===== src/bp_pkg.sv =====
package bp_pkg;

    typedef logic [31:0] word_t;     // instruction address or target
    typedef logic [1:0]  ctr_t;      // saturating counter, msb predicts taken
    typedef logic [31:0] perf_t;     // performance counter value
    typedef logic [7:0]  reg_addr_t; // byte offset into the register block
    typedef logic [31:0] reg_data_t; // wishbone data word

    typedef enum logic [1:0] {
        kind_br,
        kind_jal,
        kind_jalr
    } cf_kind_t;

    typedef enum logic [1:0] {
        mode_tournament,
        mode_local,
        mode_global
    } pred_mode_t;

    // counter states
    localparam ctr_t CTR_STRONG_NT = 2'b00;
    localparam ctr_t CTR_WEAK_NT   = 2'b01;    // reset value of every counter
    localparam ctr_t CTR_STRONG_T  = 2'b11;

    localparam pred_mode_t MODE_RESET = mode_tournament;

    localparam int DEF_HISTORY_DEPTH       = 8;
    localparam int DEF_LHT_INDEX_WIDTH     = 6;
    localparam int DEF_CHOOSER_INDEX_WIDTH = 6;
    localparam int DEF_BTB_INDEX_WIDTH     = 5;

    // register map
    localparam reg_addr_t REG_MODE          = 8'h00;
    localparam reg_addr_t REG_CF_COUNT      = 8'h04;
    localparam reg_addr_t REG_BR_COUNT      = 8'h08;
    localparam reg_addr_t REG_CORRECT_COUNT = 8'h0c;
    localparam reg_addr_t REG_STATUS        = 8'h10;

    // overflow bits in REG_STATUS, also the counter slots in the csr block
    localparam int STATUS_CF_OVF      = 0;
    localparam int STATUS_BR_OVF      = 1;
    localparam int STATUS_CORRECT_OVF = 2;

endpackage : bp_pkg


===== src/branch_target_buffer.sv =====
`timescale 1ns/1ps

module branch_target_buffer
    import bp_pkg::*;
#(
    parameter int INDEX_WIDTH = 5
)
(
    input  logic     clk,
    input  logic     reset,
    input  word_t    lookup_pc,
    output logic     hit,
    output word_t    target,
    output cf_kind_t kind,
    input  logic     fill_en,
    input  word_t    fill_pc,
    input  word_t    fill_target,
    input  cf_kind_t fill_kind
);

    localparam int ENTRIES   = 1 << INDEX_WIDTH;
    localparam int TAG_WIDTH = 30 - INDEX_WIDTH;

    logic [ENTRIES-1:0]   valid_q;
    logic [TAG_WIDTH-1:0] tag_q    [ENTRIES];
    word_t                target_q [ENTRIES];
    cf_kind_t             kind_q   [ENTRIES];

    logic [INDEX_WIDTH-1:0] lk_idx;
    logic [TAG_WIDTH-1:0]   lk_tag;
    logic [INDEX_WIDTH-1:0] fill_idx;
    word_t                  fill_word;

    assign lk_idx   = lookup_pc[INDEX_WIDTH+1:2];
    assign lk_tag   = lookup_pc[31:INDEX_WIDTH+2];
    assign fill_idx = fill_pc[INDEX_WIDTH+1:2];

    assign hit    = valid_q[lk_idx] && (tag_q[lk_idx] == lk_tag);
    assign target = target_q[lk_idx];
    assign kind   = kind_q[lk_idx];

    // jalr targets come from rs1 + imm, lsb is dropped
    assign fill_word = (fill_kind == kind_jalr) ? {fill_target[31:1], 1'b0} : fill_target;

    always_ff @(posedge clk) begin
        if (reset) begin
            valid_q <= '0;
        end else if (fill_en) begin
            valid_q[fill_idx] <= 1'b1;
        end
    end

    always_ff @(posedge clk) begin
        if (fill_en) begin
            tag_q[fill_idx]    <= fill_pc[31:INDEX_WIDTH+2];
            target_q[fill_idx] <= fill_word;
            kind_q[fill_idx]   <= fill_kind;  // older entry at this index is lost
        end
    end

endmodule : branch_target_buffer


===== config.mk =====
export PLATFORM = sky130hd
export DESIGN_NAME = branch_target_buffer
export DESIGN_NICKNAME = d
export VERILOG_FILES = /design/src/bp_pkg.sv /design/src/branch_target_buffer.sv
export SDC_FILE = /design/constraint.sdc
export NUM_CORES = 2
export LEC_CHECK = 0
export CAP_MARGIN = 30
export CORE_UTILIZATION = 45
export CTS_CLUSTER_DIAMETER = 120
export DETAILED_ROUTE_END_ITERATION = 12
export DONT_BUFFER_PORTS = 1
export PLACE_DENSITY = 0.69
export SETUP_SLACK_MARGIN = 0.5
export SYNTH_ARGS = -nofsm -noshare
export SYNTH_HDL_FRONTEND = slang
export SYNTH_SLANG_ARGS = --single-unit

===== constraint.sdc =====
create_clock -name clk -period 12.7 [get_ports clk]
set_clock_uncertainty 0.1 [all_clocks]
set_input_delay 3.81 -clock clk [delete_from_list [all_inputs] [get_ports clk]]
set_output_delay 3.81 -clock clk [all_outputs]
set_load 0.03 [all_outputs]

* Word-level counts from Yosys, hierarchy flattened
Memory sizes are Yosys's and may differ from the RTL's.
Index checks and enable logic that the tools add are counted.
** Word-level totals
- Output and inout bits :: 35
- Input bits :: 101
- Bits in writable memories :: 1888
- Memories :: 3
- Word-level logic and storage cells :: 19
- Flip-flop bits (word level) :: 32
** Cells by class
- Mux-type cells :: 7
- Bitwise logic cells :: 1
- Reductions and logical operators :: 2
- Magnitude comparators :: 3
- Eq/ne operators :: 2
** Memory list
- target_q :: depth 32, width 32, rd ports 1, clocked after Yosys merged registers in 0, wr ports 1, line branch_target_buffer.sv:26 : word_t target_q [ENTRIES];
- tag_q :: depth 32, width 25, rd ports 1, clocked after Yosys merged registers in 0, wr ports 1, line branch_target_buffer.sv:25 : logic [TAG_WIDTH-1:0] tag_q [ENTRIES];
- kind_q :: depth 32, width 2, rd ports 1, clocked after Yosys merged registers in 0, wr ports 1, line branch_target_buffer.sv:27 : cf_kind_t kind_q [ENTRIES];
** Operators by type and width (count)
- 32-bit bitwise OR :: 1
- 25-bit equality test :: 1
- 5-bit by 6-bit less-than comparator with 1-bit output (second input constant) :: 2
- 1-bit binary-select mux with 5-bit select :: 1
- 1-bit demux with 5-bit select :: 1
- 5-bit by 1-bit greater-or-equal comparator with 1-bit output (second input constant) :: 1
- 1-bit two-way mux :: 5
- 2-bit equality test (second input constant) :: 1
- 1-bit logical AND :: 2

* Logic depth before layout (Yosys ltp)
- Word-level depth :: 5
- Mapped depth :: 14
- Depth with buffers taken out :: 8

* Worst setup path after synthesis
No wires, ideal clock.
- Path kind :: in2out
- From :: in lookup_pc[2]
- To :: out hit
- Path slack :: 2.358 ns
- Stages on the path :: 12
- Arrival :: 6.432 ns
- Buffers on the path :: 6
- Data required time :: 8.790 ns
- Cells stage by stage :: buf_6 buf_12 buf_8 buf_6 buf_6 buf_2 mux2i_1 o211ai_1 xor2_1 a2111oi_0 nand4_1 nor4_2
** On the way
- Longest elaborated chain between the ends :: 3
- Elaborated cells between the ends (all ways) :: 5
- Those cells by class :: 1 x eq/ne; 2 x mux; 1 x reduce/logical; 1 x memory
** Ends and longest elaborated chain
- from (decl) :: line branch_target_buffer.sv:11 : input word_t lookup_pc,
- memory 32 x 25 bit or 1-bit binary-select mux with 5-bit select (tied branches)
- 25-bit equality test or 1-bit two-way mux (tied branches) :: line branch_target_buffer.sv:38 : assign hit = valid_q[lk_idx] && (tag_q[lk_idx] == lk_tag);
- 1-bit logical AND * :: line branch_target_buffer.sv:38
- to (decl) :: line branch_target_buffer.sv:12 : output logic hit,
Mark *: on every way between the ends. The rest lies on a longest branch, timed or not. The select of a mux whose other input is x is not followed.

* Worst setup path in the final report
Ends and elaborated chain as after synthesis.

==> out/qor.csv <==
metric;value;unit
Port Buffers;0;
Syn Nets;3343;
layout cell share with drive strength beyond 1;25.09;%
Post-synth EDFFs;1888;
CP Capture Type;primary output;
most common cell in the netlist;edfxtp_1;
Post-Place Setup Slack;1505;ps
core area;161500;µm²
mux contribution to synthesized area;17.03;%
IO Pins;136;
Tot Pwr;12.58;mW
min-delay src;valid_q[21];
setup TNS;0;ps
Reg-to-Reg End;valid_q[24];
worst hold endpoint;valid_q[21];
CP Max Fanout;68;
r2r setup slk;11980;ps
# DRC;0;
fin nets;3440;
max frequency;84.33;MHz
Final Slew Violations;0;
Synth Area in Simple Gates;1.953;%
clk sinks;1920;
global placer's final weighted congestion;0.7392;
total setup buffers inserted after CTS;0;
clock root cell;clkbuf_16;
hold-critical path depth;2;
critical path class;in2out;
via/cell ratio;6.144;
final setup violation count;0;
WL final;178.0;mm
first-pass GRT wire length;250.4;mm
Clk Latency, worst-skew pair;820;ps
Die Width;406.3;µm
row cnt;147;
cts hold-fix bufs;0;
fin crit share;93.38;%
Post-CTS Resized;0;
Die Area;165100;µm²
Seq/Total Area, Yosys;77.96;%
min Tclk post-route;11860;ps
run status;finished clean;
largest net degree at the start of global routing;537;
Register-to-Register Path Depth;2;
largest family of logic cells by synthesized area;multiplexers;
slew of the pin with the lowest slew margin;1461;ps
antenna violations before repair;1;
Initial Util;45.54;%
dpl hpwl;85.08;mm
Main synth FF type;edfxtp_1;
routed via count;34670;
YS warnings;0;
unrepaired setup endpoints after global routing;false;
Synth Instances;3242;
r2r startpoint;valid_q[24];
initial drt markers;4337;
Compound-Gate Fraction of Synth Area;1.548;%
maximum vdd drop;154.7;µV
Post-Syn Area;73540;µm²
CTS buffer count;178;
GRT Residual Overflow;0;
Die Y;406.3;µm
clock buffer depth;3;
XOR/XNOR Fraction of Synth Area;0.2739;%
worst hold path class;reg2reg;
CTS tree;yes;
final setup margin;841.2;ps
placed inst area;76420;µm²
Slew HR;2.603;%
LEAKAGE;25.48;nW
Post-Synth Adder-Cell Area;0;%
synth top area cells;edfxtp_1, mux4_2, mux2i_1;
post-synth top area share;77.09;%
Synth Register Bits;1920;
remaining antenna violation count;0;
area leader, netlist;edfxtp_1;
Power Density;153.3;nW/µm²
Routed WL per cell;31.54;µm
total track usage;21.51;%
Critical Path Source Type;input pin;
Final Hold Fails;0;
WP data required;8790;ps
fin area;82070;µm²
Post-synth top cells;edfxtp_1, mux4_2, nand2_1;
Max Cap Violations;0;
vias in the first global route;34350;
Unique masters post-synth;58;
CTS HTree Levels;4;
CP arrival;7950;ps
ys async rst share;0;%
P&R area growth vs syn;11.59;%
CTS clk-pin slew, worst paths;60;ps
Avg Inst Size Synth;22.68;µm²
TritonRoute pass-1 iters;6;
[metrics by stage]
stage | cells | util [%] | hold slack, ps
floorplan | 3242 | - | 334.8
global placement | 5295 | 47.13 | 344.1
detailed placement | 5310 | 47.32 | 358.7
CTS | 5634 | 50.67 | 373.2
global route | 5643 | 50.82 | 384.6
finish | 5644 | 50.82 | 371.5
[flip-flops by register name, summed over array words and instances (netlist names)]
signal and flops:
kind_q 64, tag_q 800, target_q 1024, valid_q 32
[cell type report]
class	count	area, µm²
fill	12560	79420
sequential	1920	57340
multi-input combinational	1144	15550
clock buffer	232	4806
tap	2160	2703
timing repair buffer	88	1041
clock inverter	92	599.3
inverter	7	36.28
antenna	1	2.502
[where the power goes]
group          switching [mW]  internal (mW)  total (mW)
Combinational           0.273          0.241       0.514
Clock                    2.27           2.75        5.02
Sequential             0.0167           7.03        7.05
Total                    2.56           10.0        12.6
[routing by layer]
| layer | GRT usage, % | vias up | part of all wire, % |
|---|---|---|---|
| met3 | 4.146 | 239 | 8.6 |
| met2 | 35.03 | 1670 | 49 |
| li1 | - | 13910 | - |
| met4 | 6.005 | 0 | 2.1 |
| met5 | 0 | - | 0 |
| met1 | 29.70 | 18860 | 40 |
[kinds of logic (layout without fill, tap and decap cells)]
| group | count (synthesis) | in the layout |
|---|---|---|
| flops | 1920 | 1920 |
| mux | 628 | 628 |
| other cells | 0 | 1 |
| xor+xnor | 23 | 23 |
| simple gates | 339 | 339 |
| buf+inv | 178 | 419 |
| compound gates | 154 | 154 |
[worst max-delay path, cell delays in order]
cell	delay [ps]
buf_16	350
buf_16	430
mux4_2	570
mux2i_1	170
o22a_1	170
o211ai_1	110
xor2_1	280
a2111oi_0	870
nand4_1	270
nor4_2	500
buf_4	240
[worst max path at each step]
| stage | from | end | slack (ps) | depth (start not counted) |
|---|---|---|---|---|
| after CTS | lookup_pc[4] | hit | 1430 | 8 |
| after detailed placement | lookup_pc[4] | hit | 1500 | 8 |
| after global placement | lookup_pc[4] | hit | 1590 | 8 |
| after floorplan | lookup_pc[2] | hit | 2360 | 12 |
| final | lookup_pc[2] | hit | 840 | 11 |
| after global routing | lookup_pc[2] | hit | 760 | 11 |
[placed cells by master, fill, tap and decap left out, drive strengths merged, types with 6 or more instances in the layout]
| master | synthesis | layout |
|---|---|---|
| nand3 | 15 | 15 |
| a2111oi | 8 | 8 |
| xnor2 | 9 | 9 |
| a221oi | 17 | 17 |
| nand3b | 6 | 6 |
| o211ai | 13 | 13 |
| a211oi | 9 | 9 |
| nor3 | 11 | 11 |
| clkbuf | 75 | 235 |
| nand2 | 152 | 152 |
| o22ai | 7 | 7 |
| mux4 | 498 | 498 |
| edfxtp | 1888 | 1888 |
| buf | 96 | 85 |
| clkinv | 0 | 74 |
| a21oi | 16 | 16 |
| nor2b | 11 | 11 |
| dfxtp | 32 | 32 |
| o21ai | 18 | 18 |
| inv | 7 | 16 |
| mux2 | 8 | 8 |
| xor2 | 14 | 14 |
| a22oi | 31 | 31 |
| nor2 | 117 | 117 |
| mux2i | 122 | 122 |
| o2111ai | 6 | 6 |
Note: power is estimated with default switching activity, not from simulation.
