**src/bp_pkg.sv**
```systemverilog
package bp_pkg;

    typedef logic [31:0] word_t;     // instruction address or target
    typedef logic [1:0]  ctr_t;      // saturating counter, msb predicts taken
    typedef logic [31:0] perf_t;     // performance counter value
    typedef logic [7:0]  reg_addr_t; // byte offset into the register block
    typedef logic [31:0] reg_data_t; // wishbone data word

    typedef enum logic [1:0] {
        kind_br,
        kind_jal,
        kind_jalr
    } cf_kind_t;

    typedef enum logic [1:0] {
        mode_tournament,
        mode_local,
        mode_global
    } pred_mode_t;

    // counter states
    localparam ctr_t CTR_STRONG_NT = 2'b00;
    localparam ctr_t CTR_WEAK_NT   = 2'b01;    // reset value of every counter
    localparam ctr_t CTR_STRONG_T  = 2'b11;

    localparam pred_mode_t MODE_RESET = mode_tournament;

    localparam int DEF_HISTORY_DEPTH       = 8;
    localparam int DEF_LHT_INDEX_WIDTH     = 6;
    localparam int DEF_CHOOSER_INDEX_WIDTH = 6;
    localparam int DEF_BTB_INDEX_WIDTH     = 5;

    // register map
    localparam reg_addr_t REG_MODE          = 8'h00;
    localparam reg_addr_t REG_CF_COUNT      = 8'h04;
    localparam reg_addr_t REG_BR_COUNT      = 8'h08;
    localparam reg_addr_t REG_CORRECT_COUNT = 8'h0c;
    localparam reg_addr_t REG_STATUS        = 8'h10;

    // overflow bits in REG_STATUS, also the counter slots in the csr block
    localparam int STATUS_CF_OVF      = 0;
    localparam int STATUS_BR_OVF      = 1;
    localparam int STATUS_CORRECT_OVF = 2;

endpackage : bp_pkg

```
**src/bp_csr.sv**
```systemverilog
`timescale 1ns/1ps

module bp_csr
    import bp_pkg::*;
(
    input  logic       clk,
    input  logic       reset,
    input  logic       wb_cyc,
    input  logic       wb_stb,
    input  logic       wb_we,
    input  reg_addr_t  wb_adr,
    input  reg_data_t  wb_dat_w,
    output reg_data_t  wb_dat_r,
    output logic       wb_ack,
    input  logic       upd_valid,
    input  cf_kind_t   upd_kind,
    input  logic       upd_taken,
    input  logic       upd_pred_taken,
    output pred_mode_t mode
);

    localparam int NUM_CNT = 3;

    perf_t        count_q [NUM_CNT];
    logic [2:0]   ovf_q;          // sticky wrap flags
    logic [2:0]   inc;
    logic         accept;
    logic         wr_mode;
    logic         clear_cnt;
    reg_data_t    rd_data;

    // one access per ack, so ack low marks a fresh request
    assign accept    = wb_cyc && wb_stb && !wb_ack;
    assign wr_mode   = accept && wb_we && (wb_adr == REG_MODE);
    assign clear_cnt = accept && wb_we && (wb_adr == REG_CF_COUNT ||
                                           wb_adr == REG_BR_COUNT ||
                                           wb_adr == REG_CORRECT_COUNT);

    assign inc[STATUS_CF_OVF]      = upd_valid;
    assign inc[STATUS_BR_OVF]      = upd_valid && (upd_kind == kind_br);
    assign inc[STATUS_CORRECT_OVF] = inc[STATUS_BR_OVF] && (upd_pred_taken == upd_taken);

    always_ff @(posedge clk) begin
        if (reset) begin
            wb_ack <= 1'b0;
        end else begin
            wb_ack <= accept;
        end
    end

    always_ff @(posedge clk) begin
        if (reset) begin
            mode <= MODE_RESET;
        end else if (wr_mode && wb_dat_w[1:0] != 2'b11) begin
            mode <= pred_mode_t'(wb_dat_w[1:0]);   // encoding 3 is reserved
        end
    end

    always_ff @(posedge clk) begin
        if (reset || clear_cnt) begin
            for (int i = 0; i < NUM_CNT; i++) begin
                count_q[i] <= '0;
            end
            ovf_q <= '0;
        end else begin
            for (int i = 0; i < NUM_CNT; i++) begin
                if (inc[i]) begin
                    count_q[i] <= count_q[i] + 1'b1;
                    if (&count_q[i]) begin
                        ovf_q[i] <= 1'b1;   // about to wrap
                    end
                end
            end
        end
    end

    always_comb begin
        rd_data = '0;
        case (wb_adr)
            REG_MODE:          rd_data = {30'b0, mode};
            REG_CF_COUNT:      rd_data = count_q[STATUS_CF_OVF];
            REG_BR_COUNT:      rd_data = count_q[STATUS_BR_OVF];
            REG_CORRECT_COUNT: rd_data = count_q[STATUS_CORRECT_OVF];
            REG_STATUS:        rd_data = {29'b0, ovf_q};
            default:           rd_data = '0;
        endcase
    end

    // captured with the access, valid while ack is high
    always_ff @(posedge clk) begin
        if (accept) begin
            wb_dat_r <= rd_data;
        end
    end

endmodule : bp_csr

```
**config.mk**
```make
export PLATFORM = sky130hd
export DESIGN_NAME = bp_csr
export DESIGN_NICKNAME = d
export VERILOG_FILES = /design/src/bp_pkg.sv /design/src/bp_csr.sv
export SDC_FILE = /design/constraint.sdc
export NUM_CORES = 1
export LEC_CHECK = 0
export ABC_AREA = 1
export BUFFER_PORTS_ARGS = -buffer_cell sky130_fd_sc_hd__buf_4
export CAP_MARGIN = 40
export CORE_MARGIN = 3
export CORE_UTILIZATION = 30
export CTS_CLUSTER_DIAMETER = 100
export DETAILED_ROUTE_END_ITERATION = 10
export SKIP_CTS_REPAIR_TIMING = 1
export SLEW_MARGIN = 0
export SYNTH_ARGS = -nofsm -noshare
export SYNTH_HDL_FRONTEND = slang
export SYNTH_SLANG_ARGS = --single-unit
```
**constraint.sdc**
```tcl
create_clock -name clk -period 4.9 [get_ports clk]
set_input_delay 0.245 -clock clk [delete_from_list [all_inputs] [get_ports clk]]
set_output_delay 0.245 -clock clk [all_outputs]
set_load 0.1 [all_outputs]
```
; ---- Yosys cells after proc, flatten, opt, wreduce, memory -nomap -nowiden
; Memories as Yosys holds them, arrays and structs flattened.
; Cells that the tools add are included.
[op_classes]
n_mul = 0
shifts = 0
n_eq_ne = 6
n_addsub = 3
bitwise = 3
div_mod_pow = 0
order_cmp = 0
n_mux = 15
reduce_logical = 17
[ops]
columns = cell, n
row1 = 32-bit one-hot mux with 5 select lines, 1
row2 = 33-bit AND reduction, 3
row3 = "32-bit by 1-bit adder with 32-bit output, second input constant", 3
row4 = 32-bit 2-to-1 mux, 3
row5 = "8-bit by 4-bit == test with 1-bit output, second input constant", 2
row6 = 1-bit 2-to-1 mux, 11
row7 = "8-bit by 3-bit == test with 1-bit output, second input constant", 1
row8 = "8-bit by 5-bit == test with 1-bit output, second input constant", 1
row9 = 1-bit logical AND, 8
row10 = 8-bit logical NOT, 1
row11 = 1-bit logical OR, 3
row12 = 1-bit OR, 3
row13 = 2-bit logical NOT, 1
row14 = "2-bit != test, second input constant", 1
row15 = 1-bit == test, 1
row16 = 1-bit logical NOT, 1
[totals]
latchBits = 0
regBits = 38
wordCells = 51
n_memories = 1
out_inout_bits = 35
ram_bits = 96
romBits = 0
in_bits = 50
[memory_table]
columns = memory, depth, width, read_ports, rd_ports_with_merged_regs, write_ports, line_no
row1 = count_q, 3, 32, 3, 0, 3, bp_csr.sv:24  ; perf_t count_q [NUM_CNT];

; ---- Depth between registers and ports, before layout
[logic_depth]
word_depth = 8
depth_mapped = 10
mapped_depth_nobuf = 9

; ---- Worst setup path before layout
; OpenSTA, ideal clock, no wires.
[synth_timing]
path_kind = flip-flop to flip-flop
from = register wb_ack
to = memory count_q[0][0] in the netlist's numbering (enable)
stages_incl_launch_ff = 8
synth_period_minus_slack_ns = 3.038
required_ns = 4.422
path_buffers = 0
arrival_ns = 2.561
setup_slack_ns = 1.862
setup_time_ns = 0.478
cell_sequence = dfxtp_1 > inv_1 > nand3_1 > inv_1 > nand2_1 > nor2_1 > nor2_1 > nand2_1
[synth_lines]
columns = item, line_no
row1 = "start, declared", bp_csr.sv:14  ; output logic wb_ack,
row2 = "start signal, assigned", bp_csr.sv:47  ; wb_ack <= accept;
row3 = "end, declared", bp_csr.sv:24

==> impl_metrics.csv <==
group,metric,value,unit
clock_tree,numCtsBuffers,17,
synth,yosysMostFrequentCell,"nand2_1",
grt,grt_pass1_vias,6360,
hold_path,hp-class,"primary input to flop",
synth,synth_flop_cell,"edfxtp_1",
synth,yosys-top-cells-area,"edfxtp_1, nand2_1, nor2_1",
power,power_density,319,nW/um^2
final_layout,areaGrowthSynthToFinish,17.2,%
clock_tree,cts_root_buf,"clkbuf_16",
setup_path,cp.arrival,2.51,ns
sta,finalCritPeriodShare,0.478,
synth,synth-seq-cells,134,
setup_path,rr_worst_depth,11,
synth,synth_cells,1021,
grt,grt_pass1_wl,33.0,mm
final_layout,multi_input_area,3410,um^2
synth,synth_edf_count,128,
synth,postSynth.asyncResetShare,0,
clock_tree,clk_pin_slew,0.06,ns
synth,syn_avg_cell_area,7.89,um^2
power,p_leak,3.79,nW
synth,yosysWarnings,0,
synth,syn_area,8060,um^2
routing,first_pass_iters,5,
synth,seq_area_frac_synth,0.492,
place,dp_hpwl,15.1,mm
synth,yosysTopAreaCell,"edfxtp_1",
sta,drv_slew,0,
routing,routed-wl-met2,9.91,mm
sta,relSlewSlack,0.629,
sta,final.min_clock_period,2.34,ns
routing,final_antenna_net_count,0,
sta,max_freq,427,MHz
die,die_height,170,um
synth,synth_nets,1074,
routing,avgRoutedWirePerCell,14.3,um
setup_path,r2r_setup_slack,2.56,ns
clock_tree,clock_sinks,134,
synth,synth_top_area_frac,0.477,
setup_path,crit_chain,"inv_1 > nand3_1 > inv_1 > buf_4 > nand2_1 > inv_1 > nand2_1 > nand3_4 > buf_12 > buf_4 > nor2_1",
sta,worstMarginPinSlew,0.554,ns
die,rows,59,
die,die_area,28900,um^2
status,status,"finished clean",
power,irDropWorstVdd,0.000234,V
routing,wl_met1,9.48,mm
setup_path,worst_setup_path_end_kind,"flop",
setup_path,r2r-end,"count_q[0][74]",
routing,drtIter0Drc,569,
place,preCtsSetupSlack,2.24,ns
setup_path,cp.required,5.07,ns
sta,clock_skew,0.00960,ns
grt,grt_max_degree,50,
hold_path,min_from,"reset",
grt,antenna_found_initial,0,
final_layout,diodes,0,
routing,wl_met3,813,um
synth,synth_commonest_cells,"nand2_1, nor2_1, inv_1, edfxtp_1, nand3_1",
grt,gr-total-overflow,0,
setup_path,worstPathMaxFanout,49,
clock_tree,cts_tree,"built",
routing,via_per_inst,4.77,
setup_path,r2r-start,"wb_ack",
setup_path,worst_path_max_delay_cell,"buf_4",
final_layout,finalNetCount,1133,
clock_tree,clockBufferDepth,2,
die,start_util,0.307,
place,gp_congestion,0.869,
job,cap_violations,0,
setup_path,cpMostUsedCell,"inv_1",
setup_path,cpPeakStageDelay,0.37,ns
hold_path,min_to,"wb_ack",
clock_tree,cts.htree.levels,4,
place,numPortBuffers,54,
final_layout,drive_gt1_frac,0.0997,
hold_path,hold_depth,2,
final_layout,regArea,3960,um^2
synth,synthDistinctLibCells,27,
sta,setup_tns,0,ns
die,core,26200,um^2
grt,track_usage,0.145,
routing,finalWirelength,20.5,mm
final_layout,fillers,2685,
setup_path,worstSetupStartpointType,"flop",
routing,vias,6807,
clock_tree,clk_latency,0.43,ns
routing,drc,0,
die,pin_count,85,
routing,top_layer_used,"met4",
sta,finalSetupViolCount,0,
die,die_x,170,um
sta,finalHoldViolCount,0,
setup_path,crit_type,"flop to flop",
sta,rsz0062_at_grt,"false",
sta,worst_slack,2.56,ns
## layout make-up
cell class	instances	area share
inverter	149	0.0592
clock buffer	22	0.0471
tap	335	0.0444
clock inverter	10	0.0163
multi-input combinational	715	0.362
timing repair buffer	63	0.0514
sequential	134	0.420
## worst max-delay path: cells and delay by family (launching register included)
family,cells,cell delay [ns]
buffers and inverters,6,1.16
and+or+nand+nor,5,0.59
DFF,1,0.31
## state kept, by name, summed over array words and instances, names as in the netlist
register and count:
count_q 96, wb_dat_r 32, mode 2, ovf_q 3
wb_ack 1
## worst max path at each step
stage	from	to	slack, ns	cells after the start
2_1_floorplan	wb_ack	count_q[0][0]	1.86	7
3_3_place_gp	wb_adr[6]	count_q[0][52]	2.06	10
3_5_place_dp	wb_adr[6]	count_q[0][74]	2.24	11
4_1_cts	wb_ack	count_q[0][74]	2.48	11
5_1_grt	wb_ack	count_q[0][74]	2.33	11
6_report	wb_ack	count_q[0][74]	2.56	11
## per-layer routing
metal	global-route usage	vias up
li1	-	3446
met1	0.194	3209
met2	0.243	131
met3	0.0279	21
met4	0.0381	0
met5	0	-
## cells in the final DEF (no fill, tap or decap), types with 2 or more instances in the layout
| cell type | n |
|---|---|
| and2_1 | 3 |
| clkinvlp_4 | 2 |
| nand2_2 | 3 |
| nor2_4 | 5 |
| a21o_1 | 2 |
| bufinv_16 | 4 |
| xor2_1 | 28 |
| o221ai_1 | 23 |
| clkinv_2 | 3 |
| nor2_2 | 10 |
| nand2_1 | 254 |
| clkbuf_1 | 5 |
| clkbuf_16 | 17 |
| dfxtp_1 | 6 |
| ha_1 | 3 |
| edfxtp_1 | 128 |
| nand4_1 | 34 |
| nor2_1 | 199 |
| buf_4 | 62 |
| o21ai_0 | 5 |
| nand3_1 | 120 |
| o211ai_1 | 2 |
| xnor2_1 | 19 |
| nor3_1 | 2 |
| inv_1 | 148 |
## report_power, final
group          switching (mW)  total, mW  internal, mW
Sequential             0.0671       1.39          1.33
Combinational           0.218      0.296        0.0775
Clock                   0.480       1.33         0.847
## stage by stage
stage	area (um^2)	util	total power, mW	hold slack, ns	instances
5_1_grt	9440	0.360	3.12	0.00266	1428
2_1_floorplan	8060	-	1.62	0.317	1021
4_1_cts	9440	0.360	3.04	-0.0120	1428
3_5_place_dp	8840	0.337	1.71	0.436	1396
3_3_place_gp	8820	0.337	1.70	0.427	1395
6_report	9440	0.360	3.02	0.000161	1428
## cell families (layout without fill, tap and decap cells)
| logic type | Yosys count | count (layout) | share of synthesized area |
|---|---|---|---|
| XOR/XNOR | 47 | 47 | 0.0511 |
| flip-flops | 134 | 134 | 0.492 |
| adder cells (fa/ha/maj) | 3 | 3 | 0.00466 |
| AND/OR/NAND/NOR | 632 | 632 | 0.334 |
| AO/OA/AOI/OAI | 33 | 33 | 0.0325 |
| buffers and inverters | 172 | 244 | 0.0862 |
Note: power is estimated with default switching activity, not from simulation.
