File: config.mk
export PLATFORM = sky130hd
export DESIGN_NAME = tournament_predictor
export DESIGN_NICKNAME = d
export VERILOG_FILES = /design/src/bp_pkg.sv /design/src/pattern_table.sv /design/src/local_history_table.sv /design/src/tournament_predictor.sv
export SDC_FILE = /design/constraint.sdc
export NUM_CORES = 2
export LEC_CHECK = 0
export ABC_AREA = 1
export BUFFER_PORTS_ARGS = -buffer_cell sky130_fd_sc_hd__buf_2
export CORE_MARGIN = 10
export CORE_UTILIZATION = 28
export DETAILED_ROUTE_END_ITERATION = 7
export GPL_TIMING_DRIVEN = 0
export PLACE_DENSITY = 0.41
export SYNTH_ARGS = -nofsm -noshare
export SYNTH_HDL_FRONTEND = slang
export SYNTH_SLANG_ARGS = --single-unit
File: constraint.sdc
create_clock -name clk -period 4.71 [get_ports clk]
set_input_delay 0.2355 -clock clk [delete_from_list [all_inputs] [get_ports clk]]
set_output_delay 0.2355 -clock clk [all_outputs]
set_load 0.03 [all_outputs]
File: src/bp_pkg.sv
package bp_pkg;

    typedef logic [31:0] word_t;     // instruction address or target
    typedef logic [1:0]  ctr_t;      // saturating counter, msb predicts taken
    typedef logic [31:0] perf_t;     // performance counter value
    typedef logic [7:0]  reg_addr_t; // byte offset into the register block
    typedef logic [31:0] reg_data_t; // wishbone data word

    typedef enum logic [1:0] {
        kind_br,
        kind_jal,
        kind_jalr
    } cf_kind_t;

    typedef enum logic [1:0] {
        mode_tournament,
        mode_local,
        mode_global
    } pred_mode_t;

    // counter states
    localparam ctr_t CTR_STRONG_NT = 2'b00;
    localparam ctr_t CTR_WEAK_NT   = 2'b01;    // reset value of every counter
    localparam ctr_t CTR_STRONG_T  = 2'b11;

    localparam pred_mode_t MODE_RESET = mode_tournament;

    localparam int DEF_HISTORY_DEPTH       = 8;
    localparam int DEF_LHT_INDEX_WIDTH     = 6;
    localparam int DEF_CHOOSER_INDEX_WIDTH = 6;
    localparam int DEF_BTB_INDEX_WIDTH     = 5;

    // register map
    localparam reg_addr_t REG_MODE          = 8'h00;
    localparam reg_addr_t REG_CF_COUNT      = 8'h04;
    localparam reg_addr_t REG_BR_COUNT      = 8'h08;
    localparam reg_addr_t REG_CORRECT_COUNT = 8'h0c;
    localparam reg_addr_t REG_STATUS        = 8'h10;

    // overflow bits in REG_STATUS, also the counter slots in the csr block
    localparam int STATUS_CF_OVF      = 0;
    localparam int STATUS_BR_OVF      = 1;
    localparam int STATUS_CORRECT_OVF = 2;

endpackage : bp_pkg

File: src/pattern_table.sv
`timescale 1ns/1ps

module pattern_table
    import bp_pkg::*;
#(
    parameter int INDEX_WIDTH = 8
)
(
    input  logic                   clk,
    input  logic                   reset,
    input  logic [INDEX_WIDTH-1:0] rd_index,
    output logic                   rd_taken,
    input  logic [INDEX_WIDTH-1:0] wr_index,
    input  logic                   wr_en,
    input  logic                   wr_taken,
    output logic                   wr_side_taken
);

    localparam int ENTRIES = 1 << INDEX_WIDTH;

    ctr_t ctr_q [ENTRIES];
    ctr_t wr_cur;
    ctr_t wr_next;

    assign rd_taken      = ctr_q[rd_index][1];
    assign wr_cur        = ctr_q[wr_index];
    assign wr_side_taken = wr_cur[1];      // state before this update

    always_comb begin
        wr_next = wr_cur;
        if (wr_taken && wr_cur != CTR_STRONG_T) begin
            wr_next = wr_cur + 2'd1;
        end else if (!wr_taken && wr_cur != CTR_STRONG_NT) begin
            wr_next = wr_cur - 2'd1;
        end
    end

    always_ff @(posedge clk) begin
        if (reset) begin
            for (int i = 0; i < ENTRIES; i++) begin
                ctr_q[i] <= CTR_WEAK_NT;
            end
        end else if (wr_en) begin
            ctr_q[wr_index] <= wr_next;
        end
    end

endmodule : pattern_table

File: src/local_history_table.sv
`timescale 1ns/1ps

module local_history_table
    import bp_pkg::*;
#(
    parameter int INDEX_WIDTH   = 6,
    parameter int HISTORY_DEPTH = 8
)
(
    input  logic                     clk,
    input  logic                     reset,
    input  word_t                    rd_pc,
    output logic [HISTORY_DEPTH-1:0] rd_hist,
    input  word_t                    wr_pc,
    input  logic                     wr_en,
    input  logic                     wr_taken
);

    localparam int ENTRIES = 1 << INDEX_WIDTH;

    logic [HISTORY_DEPTH-1:0] hist_q [ENTRIES];
    logic [INDEX_WIDTH-1:0]   rd_idx;
    logic [INDEX_WIDTH-1:0]   wr_idx;

    // word aligned pcs, skip the low two bits
    assign rd_idx  = rd_pc[INDEX_WIDTH+1:2];
    assign wr_idx  = wr_pc[INDEX_WIDTH+1:2];
    assign rd_hist = hist_q[rd_idx];

    always_ff @(posedge clk) begin
        if (reset) begin
            for (int i = 0; i < ENTRIES; i++) begin
                hist_q[i] <= '0;
            end
        end else if (wr_en) begin
            hist_q[wr_idx] <= {hist_q[wr_idx][HISTORY_DEPTH-2:0], wr_taken}; // newest in lsb
        end
    end

endmodule : local_history_table

File: src/tournament_predictor.sv
`timescale 1ns/1ps

module tournament_predictor
    import bp_pkg::*;
#(
    parameter int HISTORY_DEPTH       = 8,
    parameter int LHT_INDEX_WIDTH     = 6,
    parameter int CHOOSER_INDEX_WIDTH = 6
)
(
    input  logic                     clk,
    input  logic                     reset,
    input  pred_mode_t               mode,
    input  word_t                    lookup_pc,
    output logic                     dir_taken,
    output logic [HISTORY_DEPTH-1:0] ghist,
    output logic [HISTORY_DEPTH-1:0] lhist,
    input  logic                     upd_br,
    input  word_t                    upd_pc,
    input  logic                     upd_taken,
    input  logic [HISTORY_DEPTH-1:0] upd_ghist,
    input  logic [HISTORY_DEPTH-1:0] upd_lhist
);

    logic [HISTORY_DEPTH-1:0] ghr_q;

    logic global_taken;
    logic local_taken;
    logic chooser_global;   // msb set picks global
    logic global_side;
    logic local_side;
    logic chooser_en;
    logic chooser_toward_global;

    assign ghist = ghr_q;

    always_ff @(posedge clk) begin
        if (reset) begin
            ghr_q <= '0;
        end else if (upd_br) begin
            ghr_q <= {ghr_q[HISTORY_DEPTH-2:0], upd_taken};
        end
    end

    local_history_table #(
        .INDEX_WIDTH   (LHT_INDEX_WIDTH),
        .HISTORY_DEPTH (HISTORY_DEPTH)
    ) lht (
        .clk      (clk),
        .reset    (reset),
        .rd_pc    (lookup_pc),
        .rd_hist  (lhist),
        .wr_pc    (upd_pc),
        .wr_en    (upd_br),
        .wr_taken (upd_taken)
    );

    pattern_table #(.INDEX_WIDTH(HISTORY_DEPTH)) global_pht (
        .clk           (clk),
        .reset         (reset),
        .rd_index      (ghr_q),
        .rd_taken      (global_taken),
        .wr_index      (upd_ghist),     // history the fetch stage saw
        .wr_en         (upd_br),
        .wr_taken      (upd_taken),
        .wr_side_taken (global_side)
    );

    pattern_table #(.INDEX_WIDTH(HISTORY_DEPTH)) local_pht (
        .clk           (clk),
        .reset         (reset),
        .rd_index      (lhist),
        .rd_taken      (local_taken),
        .wr_index      (upd_lhist),
        .wr_en         (upd_br),
        .wr_taken      (upd_taken),
        .wr_side_taken (local_side)
    );

    // train the chooser only when the two tables disagreed
    assign chooser_en            = upd_br && (global_side != local_side);
    assign chooser_toward_global = (global_side == upd_taken);

    pattern_table #(.INDEX_WIDTH(CHOOSER_INDEX_WIDTH)) chooser_pht (
        .clk           (clk),
        .reset         (reset),
        .rd_index      (lookup_pc[CHOOSER_INDEX_WIDTH+1:2]),
        .rd_taken      (chooser_global),
        .wr_index      (upd_pc[CHOOSER_INDEX_WIDTH+1:2]),
        .wr_en         (chooser_en),
        .wr_taken      (chooser_toward_global),
        .wr_side_taken ()
    );

    always_comb begin
        case (mode)
            mode_local:  dir_taken = local_taken;
            mode_global: dir_taken = global_taken;
            default:     dir_taken = chooser_global ? global_taken : local_taken;
        endcase
    end

endmodule : tournament_predictor

# == Word level (Yosys, flattened, before mapping) ==
# Memory sizes are Yosys's and may differ from the RTL's. A register that Yosys moved wholly into a read port is not among the register bits.
# Index checks and enable logic that the tools add are counted.
# totals
register_bits,8
ram_bits,1664
input_bits,86
out_inout_bits,17
elab_cells,64
memories,4
# memory_table
memory,words,width,read_ports,rd_ports_with_merged_regs,write_ports,line_no,rtl
global_pht.ctr_q,256,2,2,1,256,pattern_table.sv:21,ctr_t ctr_q [ENTRIES];
lht.hist_q,64,8,2,0,64,local_history_table.sv:21,logic [HISTORY_DEPTH-1:0] hist_q [ENTRIES];
local_pht.ctr_q,256,2,2,0,256,pattern_table.sv:21,
chooser_pht.ctr_q,64,2,2,0,64,pattern_table.sv:21,
# classes
addsub,6
n_eq_ne,7
n_mux,30
reduce_logical,16
# op_table
operator,n
2-to-1 mux 8 bit,5
2-to-1 mux 2 bit,9
2-to-1 mux 1 bit,13
2-to-1 mux 6 bit,2
OR reduction 8 bit,1
logical AND 1 bit,7
"adder 2 x 1 -> 2 bit, second input constant",3
"inequality test 2 bit, second input constant",3
nonzero test 2 bit,3
OR reduction 2 bit,3
"subtractor 2 x 1 -> 2 bit, second input constant",3
"== test 2 x 1 -> 1 bit, second input constant",1
"== test 2 bit, second input constant",1
zero test 1 bit,2
case mux 1 bit (2 select lines),1
== test 1 bit,1
inequality test 1 bit,1

# == Logic depth before layout (Yosys ltp) ==
# An unclocked memory read counts as a cell.
# depth
word_depth,8
ltp_mapped,25
ltp_nobuf,21

# == Hierarchy ==
# A second synthesis with hierarchy kept.
# unflattened
cells_unflattened,12209
hier_area_um2,94939.8
# by_module_without_submodules
mod,instances,cells_per_inst,area_each_um2,seq_area_each_um2
local_history_table,1,3804,29283.1,15374.7
pattern_table (global_pht),1,3669,28773.8,15374.7
pattern_table (local_pht),1,3669,28757.6,15374.7
pattern_table (chooser_pht),1,1011,7707.4,3843.7
tournament_predictor,1,56,417.9,160.2

# == Least setup slack after synthesis ==
# Ideal clock, no wire load.
# synth_timing
path_type,input to register
startpoint,input port upd_ghist[1]
endpoint,"memory global_pht.ctr_q[216][1] (netlist name), data pin"
setup_time_ns,0.256
arrival_time_ns,2.965
t_required_ns,4.454
setup_slack_ns,1.490
stages,17
n_path_buf,5
path_cell_list,nand2_2 inv_2 buf_6 buf_2 buf_2 a22oi_1 a21oi_1 o41ai_1 nand3_1 nor4_1 nand2_1 inv_1 ha_1 o311ai_1 buf_2 buf_2 nor2_1
# synth_lines
element,line_no,rtl
"start, declared",tournament_predictor.sv:21,"input logic [HISTORY_DEPTH-1:0] upd_ghist,"
"end, declared",pattern_table.sv:21,

==> results.ini <==
[sta]
report.final.slew_viol_count=106
setup_slack_ns=-0.2905
worstMarginPinSlew_ns=1.789
hold_viol=0
fin_skew_ns=0.07081
fin_crit_sh_pct=106.2
fmax_mhz=200.0
relSlewSlack_pct=-19.29
timing.setup.tns_ns=-37.24
rsz0062_at_grt=true
hold_ws_ns=0.09364
period_needed_ns=5.001
setup_violations=431

[die]
core_sq_um=315700
start_util_pct=28.19
die_w_um=583.8
ios=103
rows=206
die_h_um=583.8
die_area_sq_um=340800

[synth]
synth-async-reset-ratio_pct=0
avgSynthCellArea_sq_um=8.830
synth-edff-count=1664
yosysSeqAreaShare_pct=56.50
synth_ff_type=edfxtp_1
mappedNetlistArea_sq_um=89000
synth_warnings=0
synthTopCellsByArea=edfxtp_1, nor2_1, nand2_1, nand3_1, inv_1
synth_nets=10170
netlist_instances=10080
synth.distinct_cells=55
synth_seq_cells=1680
yosysTopAreaCellShare_pct=56.14
synth_top_cell_by_area=edfxtp_1

[clocking]
clk_pin_slew_worst_paths_ns=0.06
numCtsBuffers=207
clk_latency_ns=0.94
clock_sinks=1680
cts_max_level=4
clk_path_buf_depth=4
cts-root-buf=clkbuf_16
cts_tree=yes

[critical_path]
reg2regPathDepth=19
crit_type=input pin to flop
critPathCaptureType=flop
critical_path_required_ns=5.43
cp-start-kind=input pin
arrival_ns=5.72
r2r-start=global_pht.ctr_q[227][1]
rrSetupSlack_ns=0.14
worstReg2RegEnd=global_pht.ctr_q[141][1]
cp_max_fo=10

[routing]
drt_pass1_iterations=8
drc=66
drt-initial-drc-count=16230
vias=87900
drt.antenna.violating_nets=0
avgRoutedWirePerCell_um=37.44
drt_wl_total_mm=552.0
vias_per_cell=5.962

[outcome]
status=complete, but fails checks
violations=DRC, capacitance limit, slew limit, setup timing

[layout]
utilization_pct=32.75
final_net_count=10480
layout-drive-gt1-share_pct=9.846
n_fill_cell=32900
finalInstanceArea_sq_um=103400
area_growth_pct=16.17

[hold_path]
hold_end=global_pht.ctr_q[198][0]
min_path_cells=6
hold_path_class=input pin to flop
hp-start=upd_ghist[1]

[flow_run]
max_cap_viol_count=10

[grt]
grt_pass1_vias=80500
grt_max_degree=16
grt.total_usage_pct=30.80
grt_pass1_wl_mm=720.4
antenna_found_initial=61
grt_overflow_total=0

[placed_design]
place_hpwl_mm=386.1
io_buffers=41
gp_congestion=1.087
place_area_sq_um=94950

[power]
leakage_nw=35.13
total_power_mw=41.68
ir_drop_uv=291.9
power_density_nw_per_um2=403.1

routing by layer:
layer	wire [um]	global-route usage (%)	up-vias	share of wire, %
met5	315	0.5043	-	0.057
met4	44880	19.92	24	8.1
met3	68930	9.168	1807	12
met2	228800	45.13	7131	41
met1	209100	39.37	43750	38
li1	-	-	35190	-
synthesized netlist by cell type, types with 20 or more instances:
| library cell | n |
|---|---|
| a22oi_1 | 473 |
| o21ai_0 | 517 |
| nand2_1 | 1685 |
| a221oi_1 | 87 |
| a22o_1 | 34 |
| and2_1 | 64 |
| nor3_1 | 22 |
| nor4_1 | 20 |
| buf_1 | 59 |
| nand3_1 | 874 |
| nand4_1 | 75 |
| buf_4 | 33 |
| buf_6 | 61 |
| o211ai_1 | 34 |
| edfxtp_1 | 1664 |
| buf_2 | 253 |
| clkbuf_1 | 444 |
| a21oi_1 | 256 |
| nor2_1 | 2030 |
| inv_1 | 985 |
| o22ai_1 | 223 |
placed cells by master (no fill, tap or decap), types with 34 or more instances in the layout:
master and instances:
nor2_1 2018, clkbuf_4 68, nand4_1 75, a22oi_1 472, nand2_1 1672, clkbuf_16 211
buf_2 192, edfxtp_1 1664, clkinv_1 63, a22o_1 34, a21oi_1 256, inv_1 983
o22ai_1 218, nand3_1 863, clkbuf_2 112, buf_6 121, and2_1 64, o21ai_0 509
o211ai_1 34, buf_4 104, clkbuf_1 325, a221oi_1 85
state kept, by name, indices dropped and copies added (netlist names), named ones only:
name and cells:
local_pht.ctr_q 512, chooser_pht.ctr_q 128, global_pht.ctr_q 512, lht.hist_q 512
ghist 8
logic make-up (layout without fill, tap and decap cells):
group / count (synthesis) / after routing / share of synthesized area, %
compound gates: 1731 / 1731 / 12.48
xor+xnor: 2 / 2 / 0.02812
fa+ha+maj: 8 / 8 / 0.1125
buf+inv: 1868 / 2342 / 8.891
flops: 1680 / 1680 / 56.50
other cells: 0 / 30 / 0
simple gates: 4790 / 4790 / 21.99
worst max-delay path, stage by stage:
cell	delay [ns]
buf_2	0.15
inv_2	0.08
nor3_2	0.50
buf_2	0.64
buf_2	0.61
clkbuf_1	1.35
a22oi_1	0.16
nand4_1	0.31
nand2_1	0.32
nand4_1	0.42
nor2_4	0.19
buf_16	0.21
clkbuf_1	0.30
nor2_1	0.18
layout make-up:
type | count | area (sq um) | share of cell area (%)
buffer | 852 | 5120 | 4.952
timing repair buffer | 96 | 858.3 | 0.8302
tap | 4160 | 5205 | 5.034
clock buffer | 253 | 5438 | 5.259
sequential | 1680 | 50290 | 48.64
multi-input combinational | 6531 | 31390 | 30.36
inverter | 1016 | 3834 | 3.708
antenna | 30 | 75.07 | 0.07261
clock inverter | 125 | 1182 | 1.144
metrics by stage:
| step | setup slack [ns] | cells |
|---|---|---|
| 2_1_floorplan | 1.490 | 10080 |
| 3_3_place_gp | -3.324 | 14280 |
| 3_5_place_dp | -3.128 | 14310 |
| 4_1_cts | -0.2249 | 14710 |
| 5_1_grt | -0.09524 | 14720 |
| 6_report | -0.2905 | 14740 |
where the power goes:
| group | switching, mW | internal, mW |
|---|---|---|
| sequential | 0.336 | 16.8 |
| clock | 7.03 | 9.28 |
| combinational | 6.49 | 1.75 |
| total | 13.9 | 27.8 |
what timing repair did:
action	in CTS	in global routing
setup endpoints to repair	1515	797
setup buffers	8	5
endpoints found under the hold margin	21	0
hold buffers	12	0
pin swaps	4	11
gates resized for setup	369	226
worst max-delay path by stage:
stage / start / endpoint / cells past startpoint
floorplan: upd_ghist[1] / global_pht.ctr_q[216][1] / 17
global placement: upd_lhist[2] / local_pht.ctr_q[79][1] / 20
detailed placement: upd_lhist[2] / local_pht.ctr_q[226][1] / 19
CTS: lookup_pc[2] / dir_taken / 20
global route: lht.hist_q[52][0] / dir_taken / 23
finish: upd_pc[2] / lht.hist_q[7][6] / 14
Note: power is estimated with default switching activity, not from simulation.
